### src/common/player_pkg.sv
package player_pkg;

    localparam int NUM_SONGS = 4;   // fixed song table size

    typedef logic [1:0]  song_idx_t;
    typedef logic [31:0] sector_t;    // sd block address
    typedef logic [7:0]  blk_cnt_t;   // sectors per song

    localparam int BLOCK_BYTES = 512;
    typedef logic [8:0] byte_cnt_t;   // wraps to 0 after byte 511

    // first sector of each song
    localparam sector_t SONG_START [NUM_SONGS] = '{
        32'd100,
        32'd200,
        32'd300,
        32'd400
    };

    // length of each song in sectors
    localparam blk_cnt_t SONG_BLOCKS [NUM_SONGS] = '{
        8'd2,
        8'd3,
        8'd1,
        8'd4
    };

    typedef enum logic [1:0] {
        IDLE,    // menu active, nothing requested
        FILL,    // reading sectors, waiting for the high mark
        STREAM,  // reading and sending frames
        DRAIN    // song fully read, emptying the fifo
    } play_state_t;

endpackage

### src/common/stream_pkg.sv
package stream_pkg;

    localparam int SAMPLE_BITS = 8;
    typedef logic [SAMPLE_BITS-1:0] sample_t;   // one audio byte

    localparam int FRAME_BITS = 24;
    typedef logic [FRAME_BITS-1:0] frame_t;
    localparam int SYNC_BITS = 4;
    localparam logic [SYNC_BITS-1:0] SYNC_WORD = 4'b1011;   // sent msb first
    localparam int PAD_BITS = FRAME_BITS - SYNC_BITS - SAMPLE_BITS;   // trailing zeros, 12
    typedef logic [$clog2(FRAME_BITS)-1:0] bit_cnt_t;

    localparam int BIT_DIV = 2;   // clocks per serial bit
    typedef logic [$clog2(BIT_DIV)-1:0] div_cnt_t;

    localparam int FIFO_DEPTH = 1024;
    typedef logic [$clog2(FIFO_DEPTH):0] fifo_level_t;   // 0 .. FIFO_DEPTH

    // a sector still fits at or below this fill
    localparam fifo_level_t FIFO_LOW = 11'd512;
    // streaming may start at or above this fill
    localparam fifo_level_t FIFO_HIGH = 11'd768;

endpackage

### src/common/fifo_if.sv
`timescale 1ns/1ns

interface fifo_if;
    import stream_pkg::*;

    logic    push;        // write strobe, one byte per cycle
    logic    pop;         // advances head on the following edge
    logic    empty;
    logic    level_low;   // room for a whole sector
    logic    level_high;  // enough buffered to start playing
    sample_t push_data;
    sample_t head;        // show-ahead byte, valid while !empty

    modport producer (output push, output push_data,
                      input level_low, input level_high, input empty);
    modport consumer (output pop, input head, input empty);
    modport store    (input push, input push_data, input pop,
                      output head, output empty, output level_low, output level_high);

endinterface

### src/playback/playback_ctrl.sv
`timescale 1ns/1ns

module playback_ctrl (
    input  logic                  clk_25mhz,
    input  logic                  rst,
    input  logic                  play_req,
    input  player_pkg::song_idx_t song_sel,
    input  stream_pkg::sample_t   sd_byte,
    input  logic                  sd_byte_valid,
    fifo_if.producer              fifo,
    output logic                  block_req,
    output player_pkg::sector_t   block_addr,
    output logic                  busy,
    output logic                  stream_en
);
    import player_pkg::*;

    play_state_t state;
    blk_cnt_t    blocks_left;       // sectors still to be requested
    sector_t     next_addr;         // address of the next request
    logic        waiting_for_data;  // a sector is outstanding
    byte_cnt_t   byte_cnt;          // bytes received in the current sector
    logic        start;
    logic        accept;
    logic        block_done;
    logic        song_read;
    logic        all_read;
    logic        issue;

    assign start  = (state == IDLE) && play_req;
    assign accept = waiting_for_data && sd_byte_valid;   // stray bytes are dropped

    // 512th byte closes the sector
    assign block_done = accept && (byte_cnt == byte_cnt_t'(BLOCK_BYTES - 1));
    assign song_read  = block_done && (blocks_left == '0);   // last sector just finished
    assign all_read   = !waiting_for_data && (blocks_left == '0);

    // one sector at a time, and only when it fits
    assign issue = ((state == FILL) || (state == STREAM)) && !waiting_for_data
                   && (blocks_left != '0) && fifo.level_low;

    assign fifo.push      = accept;   // pushed in the cycle it arrives
    assign fifo.push_data = sd_byte;
    assign busy           = (state != IDLE);
    assign stream_en      = (state == STREAM) || (state == DRAIN);

    always_ff @(posedge clk_25mhz) begin
        if (rst) begin
            state            <= IDLE;
            block_req        <= 1'b0;
            waiting_for_data <= 1'b0;
            byte_cnt         <= '0;
            blocks_left      <= '0;
        end else begin
            block_req <= 1'b0;
            if (accept) begin
                byte_cnt <= byte_cnt + 1'b1;
            end
            if (block_done) begin
                waiting_for_data <= 1'b0;
            end

            case (state)
                IDLE: begin
                    if (play_req) begin
                        state            <= FILL;
                        block_req        <= 1'b1;   // first sector right away
                        waiting_for_data <= 1'b1;
                        byte_cnt         <= '0;
                        blocks_left      <= SONG_BLOCKS[song_sel] - 1'b1;
                    end
                end
                FILL: begin
                    if (fifo.level_high || song_read) begin
                        state <= STREAM;   // short songs start without the high mark
                    end
                end
                STREAM: begin
                    if (song_read || all_read) begin
                        state <= DRAIN;
                    end
                end
                DRAIN: begin
                    if (fifo.empty) begin
                        state <= IDLE;   // last frame still finishes in the assembler
                    end
                end
                default: state <= IDLE;
            endcase

            if (issue) begin
                block_req        <= 1'b1;
                waiting_for_data <= 1'b1;
                blocks_left      <= blocks_left - 1'b1;
            end
        end
    end

    // sector addresses walk up from the song's first sector
    always_ff @(posedge clk_25mhz) begin
        if (start) begin
            block_addr <= SONG_START[song_sel];
            next_addr  <= SONG_START[song_sel] + 1'b1;
        end else if (issue) begin
            block_addr <= next_addr;
            next_addr  <= next_addr + 1'b1;
        end
    end

endmodule

### src/flat_wrapper.sv
// flat-port wrapper written by rule: the top's interface ports become plain ports
module playback_ctrl_flat import player_pkg::*;
  (clk_25mhz, rst, play_req, song_sel, sd_byte, sd_byte_valid, block_req, block_addr, busy, stream_en, fifo_push, fifo_push_data, fifo_level_low, fifo_level_high, fifo_empty);
  fifo_if fifo_i ();
  input  logic clk_25mhz;
  input  logic rst;
  input  logic play_req;
  input  player_pkg::song_idx_t song_sel;
  input  stream_pkg::sample_t sd_byte;
  input  logic sd_byte_valid;
  output logic block_req;
  output player_pkg::sector_t block_addr;
  output logic busy;
  output logic stream_en;
  output wire logic [$bits(fifo_i.push)-1:0] fifo_push;
  output wire logic [$bits(fifo_i.push_data)-1:0] fifo_push_data;
  input wire logic [$bits(fifo_i.level_low)-1:0] fifo_level_low;
  input wire logic [$bits(fifo_i.level_high)-1:0] fifo_level_high;
  input wire logic [$bits(fifo_i.empty)-1:0] fifo_empty;
  assign fifo_push = fifo_i.push;
  assign fifo_push_data = fifo_i.push_data;
  assign fifo_i.level_low = fifo_level_low;
  assign fifo_i.level_high = fifo_level_high;
  assign fifo_i.empty = fifo_empty;
  playback_ctrl u_core (.clk_25mhz(clk_25mhz), .rst(rst), .play_req(play_req), .song_sel(song_sel), .sd_byte(sd_byte), .sd_byte_valid(sd_byte_valid), .fifo(fifo_i), .block_req(block_req), .block_addr(block_addr), .busy(busy), .stream_en(stream_en));
endmodule
### config.mk
export PLATFORM = sky130hd
export DESIGN_NAME = playback_ctrl_flat
export DESIGN_NICKNAME = d
export VERILOG_FILES = /design/src/common/player_pkg.sv /design/src/common/stream_pkg.sv /design/src/common/fifo_if.sv /design/src/playback/playback_ctrl.sv /design/src/flat_wrapper.sv
export SDC_FILE = /design/constraint.sdc
export NUM_CORES = 1
export LEC_CHECK = 0
export ABC_CLOCK_PERIOD_IN_PS = 4500
export BUFFER_PORTS_ARGS = -buffer_cell sky130_fd_sc_hd__buf_2
export CORE_ASPECT_RATIO = 2
export CORE_UTILIZATION = 39
export DETAILED_ROUTE_END_ITERATION = 12
export PLACE_DENSITY = 0.58
export SLEW_MARGIN = 25
export SYNTH_ARGS = -nofsm -noshare
export SYNTH_HDL_FRONTEND = slang
export SYNTH_SLANG_ARGS = --single-unit
export TNS_END_PERCENT = 100
### constraint.sdc
create_clock -name clk_25mhz -period 4.5 [get_ports clk_25mhz]
set_input_delay 0 -clock clk_25mhz [delete_from_list [all_inputs] [get_ports clk_25mhz]]
set_output_delay 0 -clock clk_25mhz [all_outputs]
set_load 0.05 [all_outputs]
==> impl_metrics.tcl, run 1 <==
set metrics [dict create \
    crit_chain "inv_1, ha_1, nand2_1, and2_1, ha_1, o21ai_0, o22ai_1, and4_1, nand4_1, xnor2_1" \
    hp-class "in -> out" \
    worst-setup-path-type "reg -> reg" \
    maxCapViolCount 0 \
    first_pass_iters 4 \
    drt-wirelength-per-cell_um 15.9 \
    power_density_nw_per_um2 843 \
    synth_edf_count 64 \
    startpoint_type "register" \
    p_comb_share_pct 44.0 \
    syn_nets 390 \
    drc 0 \
    rows 52 \
    clkPwrFrac_pct 16.6 \
    hold_buffers 1 \
    path_buf_inv 1 \
    switchingPower_mw 1.76 \
    synth_compound_area_share_pct 7.71 \
    synthArstFlopShare_pct 0 \
    postRouteAntennaNets 0 \
    cts.reportedPaths.clkPinSlew_ns 0.06 \
    die_h_um 148 \
    crit_path_frequent_cell "ha_1" \
    die-area_um2 11100 \
    rsz0062_at_grt "no" \
    area_delta_synth_final_pct 13.8 \
    synth.distinct_cells 56 \
    synthSimpleGateAreaFrac_pct 19.8 \
    die_w_um 74.8 \
    n_antenna_cell 0 \
    regToRegSetupSlack_ns 1.61 \
    gp_congestion 0.818 \
    yosysSeqAreaShare_pct 56.6 \
    port_buffers 44 \
    clock_skew_ns 0.00695 \
    synth_area_per_cell_um2 11.5 \
    final.setup.tns_ns 0 \
    htreeDepth 3 \
    worstPathMaxFanout 11 \
    timing.final.crit_share_pct 64.3 \
    clk_path_buf_depth 2 \
    grt_pass1_vias 2839 \
    ioPinCount 61 \
    ys_seq_elements 85 \
    irDropWorstVdd_v 0.000462 \
    p_leak_nw 1.76 \
    start_util_pct 40.5 \
    vias 2826 \
    antenna_found_initial 0 \
    status "finished clean" \
    synth_top_family_by_area "simple AND/OR/NAND/NOR gates" \
    netlist_area_um2 4140 \
    via_per_inst 5.23 \
    required_ns 4.59 \
    clkLatencyLatePin_ns 0.34 \
    grt_max_degree 41 \
    timing.fmax_ghz 0.346 \
    setup_viol 0 \
    crit_family "simple AND/OR/NAND/NOR gates" \
    synth_ff_type "edfxtp_1" \
    cts_resized 0 \
    post_synth_xor_area_fraction_pct 7.62 \
    final_cells 540 \
    wl_mm 8.56 \
    slowest_stage "and4_1" \
    grt_overflow 0 \
    final_hold_viol_count 0 \
    period_needed_ns 2.89 \
    synthAdderAreaFrac_pct 3.63 \
    slowest_delay_ns 0.53 \
    layout.nets 429 \
    drive_above_1_share_pct 17.5 \
    cts_tree "done" \
    drtIter0Drc 138 \
    yosys-mux-area-fraction_pct 1.03 \
    dp.cells 523 \
    grt.total_usage_pct 17.0 \
    cts_inserted_buffers 9 \
    synthCells 361 \
    cp-end-kind "register" \
    arrival_ns 2.99 \
    grt_pass1_wl_mm 13.7 \
    max_slew_margin_pct 48.7 \
    root_buffer "clkbuf_16" \
    power_frac_seq_pct 39.3 \
    switching_share_pct 44.3 \
    clock-sinks 85 \
    whs_ns 0.0000220 \
    worstMarginPinSlew_ns 0.763 \
    post-cts-setup-buffers 0 \
    drv_slew 0 \
    p_int_mw 2.21 \
    core_um2 10200 \
    yosysWarnings 0 \
    dp_hpwl_mm 6.30 \
]
==> path summary, 6_finish.rpt <==
kind	start	endpoint	cells past startpoint
max	u_core.state[0]	u_core.next_addr[28]	10
min	sd_byte[0]	fifo_push_data[0]	0
max reg2reg	u_core.state[0]	u_core.next_addr[28]	10
min reg2reg	u_core.byte_cnt[8]	u_core.byte_cnt[8]	2
==> synthesized netlist by cell type (all sizes together) (11+ instances only) <==
cell type / count / area, um2
edfxtp: 64 / 1920
nand2: 30 / 113
nor2: 25 / 93.8
and2: 24 / 151
dfxtp: 21 / 420
xnor2: 20 / 175
nand4: 18 / 113
xor2: 16 / 140
a21oi: 14 / 70.1
buf: 13 / 90.1
o21ai: 13 / 65.1
ha: 12 / 150
nand3: 11 / 67.6
==> metrics by stage <==
stage / utilization (%) / total power [mW] / area, um2 / worst slack (ns)
after floorplan: - / 2.93 / 4140 / 1.30
after global placement: 43.4 / 3.30 / 4440 / 1.75
after detailed placement: 43.4 / 3.33 / 4440 / 1.60
after CTS: 46.1 / 4.00 / 4710 / 1.57
after global routing: 46.1 / 4.19 / 4710 / 1.31
final: 46.1 / 3.97 / 4710 / 1.61
==> layout by cell type (no fill, tap or decap), types with 3 or more instances in the layout <==
master / instances
nand2b_1: 3
clkbuf_1: 3
nor2_1: 25
nand3_1: 10
buf_4: 3
nor3_1: 8
ha_1: 12
a211oi_1: 3
nor4_1: 3
xnor2_1: 20
nand2_1: 29
buf_2: 44
and4_1: 4
or3_1: 5
a21oi_1: 14
inv_1: 8
and2_1: 22
nand4_1: 18
o21ai_0: 13
edfxtp_1: 64
clkbuf_16: 9
xor2_1: 16
and3_1: 4
dfxtp_1: 21
==> layout make-up <==
class,instances,area [um2]
clock buffers,12,236
clock inverters,4,25.0
fillers,960,5510
inverters,9,33.8
multi-input cells,247,1650
flip-flops and latches,85,2340
well taps,135,169
repair buffers,48,253
==> per-layer routing <==
| layer | GRT usage [%] | vias up | wire (um) |
|---|---|---|---|
| met5 | 0 | - | 0 |
| met4 | 7.74 | 0 | 180 |
| met3 | 3.89 | 14 | 231 |
| met2 | 32.4 | 65 | 5090 |
| met1 | 16.1 | 1361 | 3060 |
| li1 | - | 1386 | - |
==> kinds of logic after synthesis <==
kind of cell             count (synthesis)
adder cells (fa/ha/maj)                 12
multiplexers                             4
buffers and inverters                   29
AND/OR/NAND/NOR                        146
AO/OA/AOI/OAI                           49
flip-flops                              85
XOR/XNOR                                36
==> registers in the layout (all words and copies together), names as in the netlist <==
| signal | flops |
|---|---|
| u_core.waiting_for_data | 1 |
| u_core.block_req | 1 |
| u_core.byte_cnt | 9 |
| u_core.state | 2 |
| u_core.blocks_left | 8 |
| u_core.block_addr | 32 |
| u_core.next_addr | 32 |
==> power by group through the flow <==
| stage | logic [mW] | registers (mW) | clock network (mW) |
|---|---|---|---|
| detailed placement | 1.76 | 1.58 | 0 |
| floorplan | 0.828 | 2.10 | 0 |
| global placement | 1.73 | 1.57 | 0 |
| CTS | 1.76 | 1.56 | 0.674 |
| global route | 1.88 | 1.61 | 0.703 |
| finish | 1.75 | 1.56 | 0.660 |
No activity file was read; power rests on OpenSTA's default activity.
==> run 2: changes to the inputs <==
--- a/config.mk
+++ b/config.mk
@@ -5,12 +5,12 @@
 export SDC_FILE = /design/constraint.sdc
 export NUM_CORES = 1
 export LEC_CHECK = 0
-export ABC_CLOCK_PERIOD_IN_PS = 4500
+export ABC_CLOCK_PERIOD_IN_PS = 2600
 export BUFFER_PORTS_ARGS = -buffer_cell sky130_fd_sc_hd__buf_2
 export CORE_ASPECT_RATIO = 2
 export CORE_UTILIZATION = 39
 export DETAILED_ROUTE_END_ITERATION = 12
-export PLACE_DENSITY = 0.58
+export PLACE_DENSITY = 0.6
 export SLEW_MARGIN = 25
 export SYNTH_ARGS = -nofsm -noshare
 export SYNTH_HDL_FRONTEND = slang
==> constraint.sdc (replaced) <==
create_clock -name clk_25mhz -period 2.6 [get_ports clk_25mhz]
set_input_delay 0 -clock clk_25mhz [delete_from_list [all_inputs] [get_ports clk_25mhz]]
set_output_delay 0 -clock clk_25mhz [all_outputs]
set_load 0.05 [all_outputs]
==> run 2 against run 1 <==
Effect of this change:
- register-to-register slack got worse by 1.4 ns
- non-clock buffer count rose by 10
- sequential power is 74% higher
- largest cell class unchanged
- highest routed layer unchanged
==> impl_metrics.tcl, run 2 (synthesized netlist as in run 1, its figures left out) <==
set metrics [dict create \
    status "finished clean" \
    timing.rr.end "u_core.next_addr[31]" \
    final_hold_viol_count 0 \
    core_um2 10200 \
    path_buf_inv 1 \
    die-area_um2 11100 \
    grt-busiest-layer "met2" \
    timing.fmax_ghz 0.416 \
    htreeDepth 3 \
    grtUsageMet2_pct 30.8 \
    reg2reg_from "u_core.state[1]" \
    hp-start "sd_byte[1]" \
    antenna_found_initial 0 \
    irDropWorstVdd_v 0.000713 \
    cts.reportedPaths.clkPinSlew_ns 0.06 \
    final_common_cell "edfxtp_1" \
    maxCapViolCount 0 \
    setup_viol 0 \
    timing.final.crit_share_pct 92.5 \
    postRouteAntennaNets 0 \
    regToRegSetupSlack_ns 0.20 \
    nFillCells 951 \
    die_h_um 148 \
    grt.total_usage_pct 17.1 \
    first_pass_iters 4 \
    hp-class "in -> out" \
    slowest_delay_ns 0.53 \
    switching_share_pct 43.2 \
    dp_hpwl_mm 6.20 \
    p_leak_nw 1.82 \
    clkPwrFrac_pct 17.5 \
    dp.cells 533 \
    ioPinCount 61 \
    vias 2869 \
    crit_chain "inv_2, ha_4, a21bo_4, or4b_4, nor4_4, nand4_1, xnor2_1" \
    grt_overflow 0 \
    clk_path_buf_depth 2 \
    grt_util_met1_pct 18.6 \
    clock-sinks 85 \
    drtIter0Drc 179 \
    final_cell_mix "edfxtp_1 (64), buf_2 (44), nand2_1 (28)" \
    switchingPower_mw 3.08 \
    grt_pass1_wl_mm 14.1 \
    cts_tree "done" \
    port_buffers 44 \
    drt-wirelength-per-cell_um 15.6 \
    arrival_ns 2.49 \
    whs_path_depth 0 \
    biggestRegsByFlops "u_core.block_addr x32, u_core.next_addr x32, u_core.byte_cnt x9" \
    crit_family "simple AND/OR/NAND/NOR gates" \
    clock_skew_ns 0.00874 \
    reg2regPathDepth 7 \
    rsz0062_at_grt "no" \
    power_frac_seq_pct 38.0 \
    layout.nets 439 \
    final_cells 550 \
    clkLatencyLatePin_ns 0.34 \
    gp_congestion 0.847 \
    worstMarginPinSlew_ns 0.381 \
    wl_mm 8.58 \
    drc 0 \
    cp-end-kind "register" \
    regArea_um2 2340 \
    gr-usage-met3_pct 3.20 \
    worst-setup-path-type "reg -> reg" \
    power_density_nw_per_um2 1470 \
    fin_util_pct 47.4 \
    die_w_um 74.8 \
    cts_inserted_buffers 9 \
    p_int_mw 4.05 \
    final.setup.tns_ns 0 \
    n_antenna_cell 0 \
    post-cts-setup-buffers 0 \
    rows 52 \
    worstPathMaxFanout 8 \
    start_util_pct 40.5 \
    multi_input_area_um2 1670 \
    grt_pass1_vias 2889 \
    drv_slew 0 \
    required_ns 2.69 \
    startpoint_type "register" \
    slowest_stage "or4b_4" \
    min_to "fifo_push_data[1]" \
    max_slew_margin_pct 74.3 \
    drive_above_1_share_pct 21.2 \
    p_comb_share_pct 44.5 \
    root_buffer "clkbuf_16" \
    via_per_inst 5.22 \
    area_delta_synth_final_pct 16.9 \
    grt_max_degree 43 \
    period_needed_ns 2.40 \
]
-- run 2: cell types whose count changed in the layout (fill, tap and decap cells not counted), sizes merged --
cell    before  now
bufinv       0    1
clkbuf      12   11
buf         47   57
-- run 2: area by class of cell --
type                       instances  area share, %
sequential                        85           48.4
multi-input combinational        247           34.5
timing repair buffer              58           7.03
clock buffer                      11           4.81
tap                              135           3.49
clock inverter                     5           1.06
inverter                           9          0.698
-- run 2: worst max-delay path by stage --
stage | start | end | slack (ns) | cells past startpoint
floorplan | u_core.state[1] | u_core.next_addr[18] | 0.0008 | 13
global placement | u_core.state[1] | u_core.next_addr[28] | 0.19 | 10
detailed placement | u_core.state[1] | u_core.next_addr[22] | 0.07 | 10
CTS | u_core.state[1] | u_core.next_addr[22] | 0.05 | 10
global route | u_core.state[1] | u_core.next_addr[18] | 0.04 | 10
finish | u_core.state[1] | u_core.next_addr[31] | 0.20 | 7
-- run 2: worst register-to-register path, delay by kind of cell (launching register included) --
kind | cells | cell delay (ns)
buf+inv | 1 | 0.09
fa+ha+maj | 1 | 0.20
flops | 1 | 0.39
simple gates | 3 | 1.10
xor+xnor | 1 | 0.15
compound gates | 1 | 0.24
-- run 2: routing by layer --
metal	share of wire [%]	wire length (um)
met5	0	0
met3	2.9	245
met1	38	3250
met2	57	4900
met4	2.2	188
-- run 2: metrics by stage --
step | power (mW) | instance area (um2) | hold WS (ns) | setup slack [ns]
after floorplan | 5.11 | 4180 | 0.167 | 0.000830
after global placement | 5.88 | 4540 | 0.000341 | 0.188
after detailed placement | 5.92 | 4540 | 0.000341 | 0.0675
after CTS | 7.18 | 4840 | 0.000341 | 0.0506
after global routing | 7.53 | 4840 | 0.000292 | 0.0393
final | 7.12 | 4840 | 0.000109 | 0.196
-- run 2: power by group through the flow --
stage	sequential, mW	combinational, mW	clock (mW)
after floorplan	3.62	1.49	0
after global placement	2.72	3.16	0
after detailed placement	2.74	3.19	0
after CTS	2.71	3.20	1.26
after global routing	2.79	3.41	1.33
final	2.71	3.17	1.25
-- run 2: repair_timing --
| action | in CTS | in global routing |
|---|---|---|
| endpoints found under the hold margin | 1 | 0 |
| gates resized for setup | 0 | 2 |
| setup endpoints to repair | 0 | 10 |
| hold buffers | 1 | 0 |
==> run 3: changes to the inputs <==
==> constraint.sdc (replaced) <==
create_clock -name clk_25mhz -period 2.6 [get_ports clk_25mhz]
set_input_delay 0.26 -clock clk_25mhz [delete_from_list [all_inputs] [get_ports clk_25mhz]]
set_output_delay 0.26 -clock clk_25mhz [all_outputs]
set_load 0.05 [all_outputs]
==> run 3 against run 2 <==
Effect of this change:
- die area did not move
- via count rose by 0.59%
- utilization barely moved
- clock power barely moved
- setup slack got worse by 0.046 ns
- sequential share of layout area barely moved
- non-clock buffer count fell by 1
- global-route usage rose by 0.22 points
==> impl_metrics.tcl, run 3 (synthesized netlist as in run 1, its figures left out) <==
set metrics [dict create \
    required_ns 2.69 \
    die_w_um 74.8 \
    n_antenna_cell 0 \
    postRouteAntennaNets 0 \
    timing.final.crit_share_pct 94.2 \
    die_h_um 148 \
    final_hold_viol_count 0 \
    via_per_inst 5.26 \
    die-area_um2 11100 \
    post-cts-setup-buffers 0 \
    grt.total_usage_pct 17.3 \
    root_buffer "clkbuf_16" \
    grt_max_degree 43 \
    layout.nets 438 \
    antenna_found_initial 0 \
    fin_util_pct 47.3 \
    worstMarginPinSlew_ns 0.448 \
    clk_path_buf_depth 2 \
    gp_congestion 0.868 \
    timing.fmax_ghz 0.408 \
    rows 52 \
    finalPower_mw 7.14 \
    drtIter0Drc 198 \
    cts_inserted_buffers 9 \
    period_needed_ns 2.45 \
    area_delta_synth_final_pct 16.8 \
    cts.reportedPaths.clkPinSlew_ns 0.06 \
    biggestRegsByFlops "u_core.block_addr x32, u_core.next_addr x32, u_core.byte_cnt x9" \
    wl_mm 8.59 \
    port_buffers 44 \
    power_density_nw_per_um2 1480 \
    drv_slew 0 \
    irDropWorstVdd_v 0.000767 \
    grt_pass1_wl_mm 14.1 \
    startpoint_type "register" \
    setup_viol 0 \
    first_pass_iters 4 \
    start_util_pct 40.5 \
    final.setup.tns_ns 0 \
    regArea_um2 2340 \
    max_slew_margin_pct 69.8 \
    vias 2886 \
    worstPathMaxFanout 11 \
    hp-class "in -> reg" \
    drive_above_1_share_pct 21.7 \
    clock-sinks 85 \
    final_cell_mix "edfxtp_1 (64), buf_2 (44), nand2_1 (28)" \
    maxCapViolCount 0 \
    dp_hpwl_mm 6.22 \
    final_common_cell "edfxtp_1" \
    placed_area_um2 4540 \
    slowest_delay_ns 0.42 \
    core_um2 10200 \
    arrival_ns 2.54 \
    clkLatencyLatePin_ns 0.34 \
    crit_chain "inv_2, ha_4, nand2_2, and2_1, ha_2, o21ai_0, o22ai_1, and4_2, nand4_1, xnor2_1" \
    grt_pass1_vias 2930 \
    worst-setup-path-type "reg -> reg" \
    ioPinCount 61 \
    multi_input_area_um2 1670 \
    status "finished clean" \
    cts_tree "done" \
    final_area_um2 4840 \
    p_leak_nw 1.83 \
    grt_overflow 0 \
    drc 0 \
    htreeDepth 3 \
    clock_skew_ns 0.00577 \
    slowest_stage "and4_2" \
    cp-end-kind "register" \
    drt-wirelength-per-cell_um 15.6 \
    nFillCells 957 \
]
run 3: cell count changes in the layout (fill, tap and decap cells not counted), sizes merged:
cell         change
clkbuf           -2
clkinv           +3
clkinvlp         -1
dlygate4sd3      -1
run 3: cell type report:
cell class	instances	area share, %
sequential	85	48.4
multi-input combinational	247	34.5
timing repair buffer	57	6.83
clock buffer	9	4.66
tap	135	3.49
clock inverter	7	1.37
inverter	9	0.699
run 3: power by group:
| part | switching, mW | internal (mW) |
|---|---|---|
| registers | 0.329 | 2.38 |
| logic | 2.25 | 0.931 |
| clock network | 0.518 | 0.739 |
run 3: metal layers:
layer | GRT usage (%) | part of all wire, % | vias up
met1 | 18.3 | 37 | 1378
li1 | - | - | 1403
met3 | 3.14 | 3.3 | 22
met2 | 30.5 | 56 | 83
met4 | 10.5 | 3.9 | 0
met5 | 0 | 0 | -
run 3: final timing paths:
check	slack, ns	start	cells after the start	end
setup / recovery	0.15	u_core.state[0]	10	u_core.next_addr[18]
hold / removal	0.26	rst	2	u_core.blocks_left[3]
setup reg to reg	0.15	u_core.state[0]	10	u_core.next_addr[18]
hold reg to reg	0.46	u_core.byte_cnt[8]	2	u_core.byte_cnt[8]
run 3: timing repair:
action	in CTS	in global routing
hold buffers	0	0
endpoints found under the setup margin	0	11
gates resized for setup	0	2
run 3: stage by stage:
stage | cells | hold slack (ns) | setup WS [ns]
detailed placement | 533 | 0.459 | 0.0741
floorplan | 361 | 0.431 | 0.000830
finish | 549 | 0.264 | 0.150
global placement | 533 | 0.447 | 0.186
global route | 549 | 0.272 | -0.0177
CTS | 549 | 0.263 | 0.0528
run 3: critical path, delay by kind of cell, from the launching register on:
kind	cells	cell delay [ns]
adders and majority gates	2	0.42
DFF	1	0.39
AOI/OAI and AO/OA	2	0.31
and+or+nand+nor	4	0.84
buffers and inverters	1	0.09
xor gates and xnor gates	1	0.15
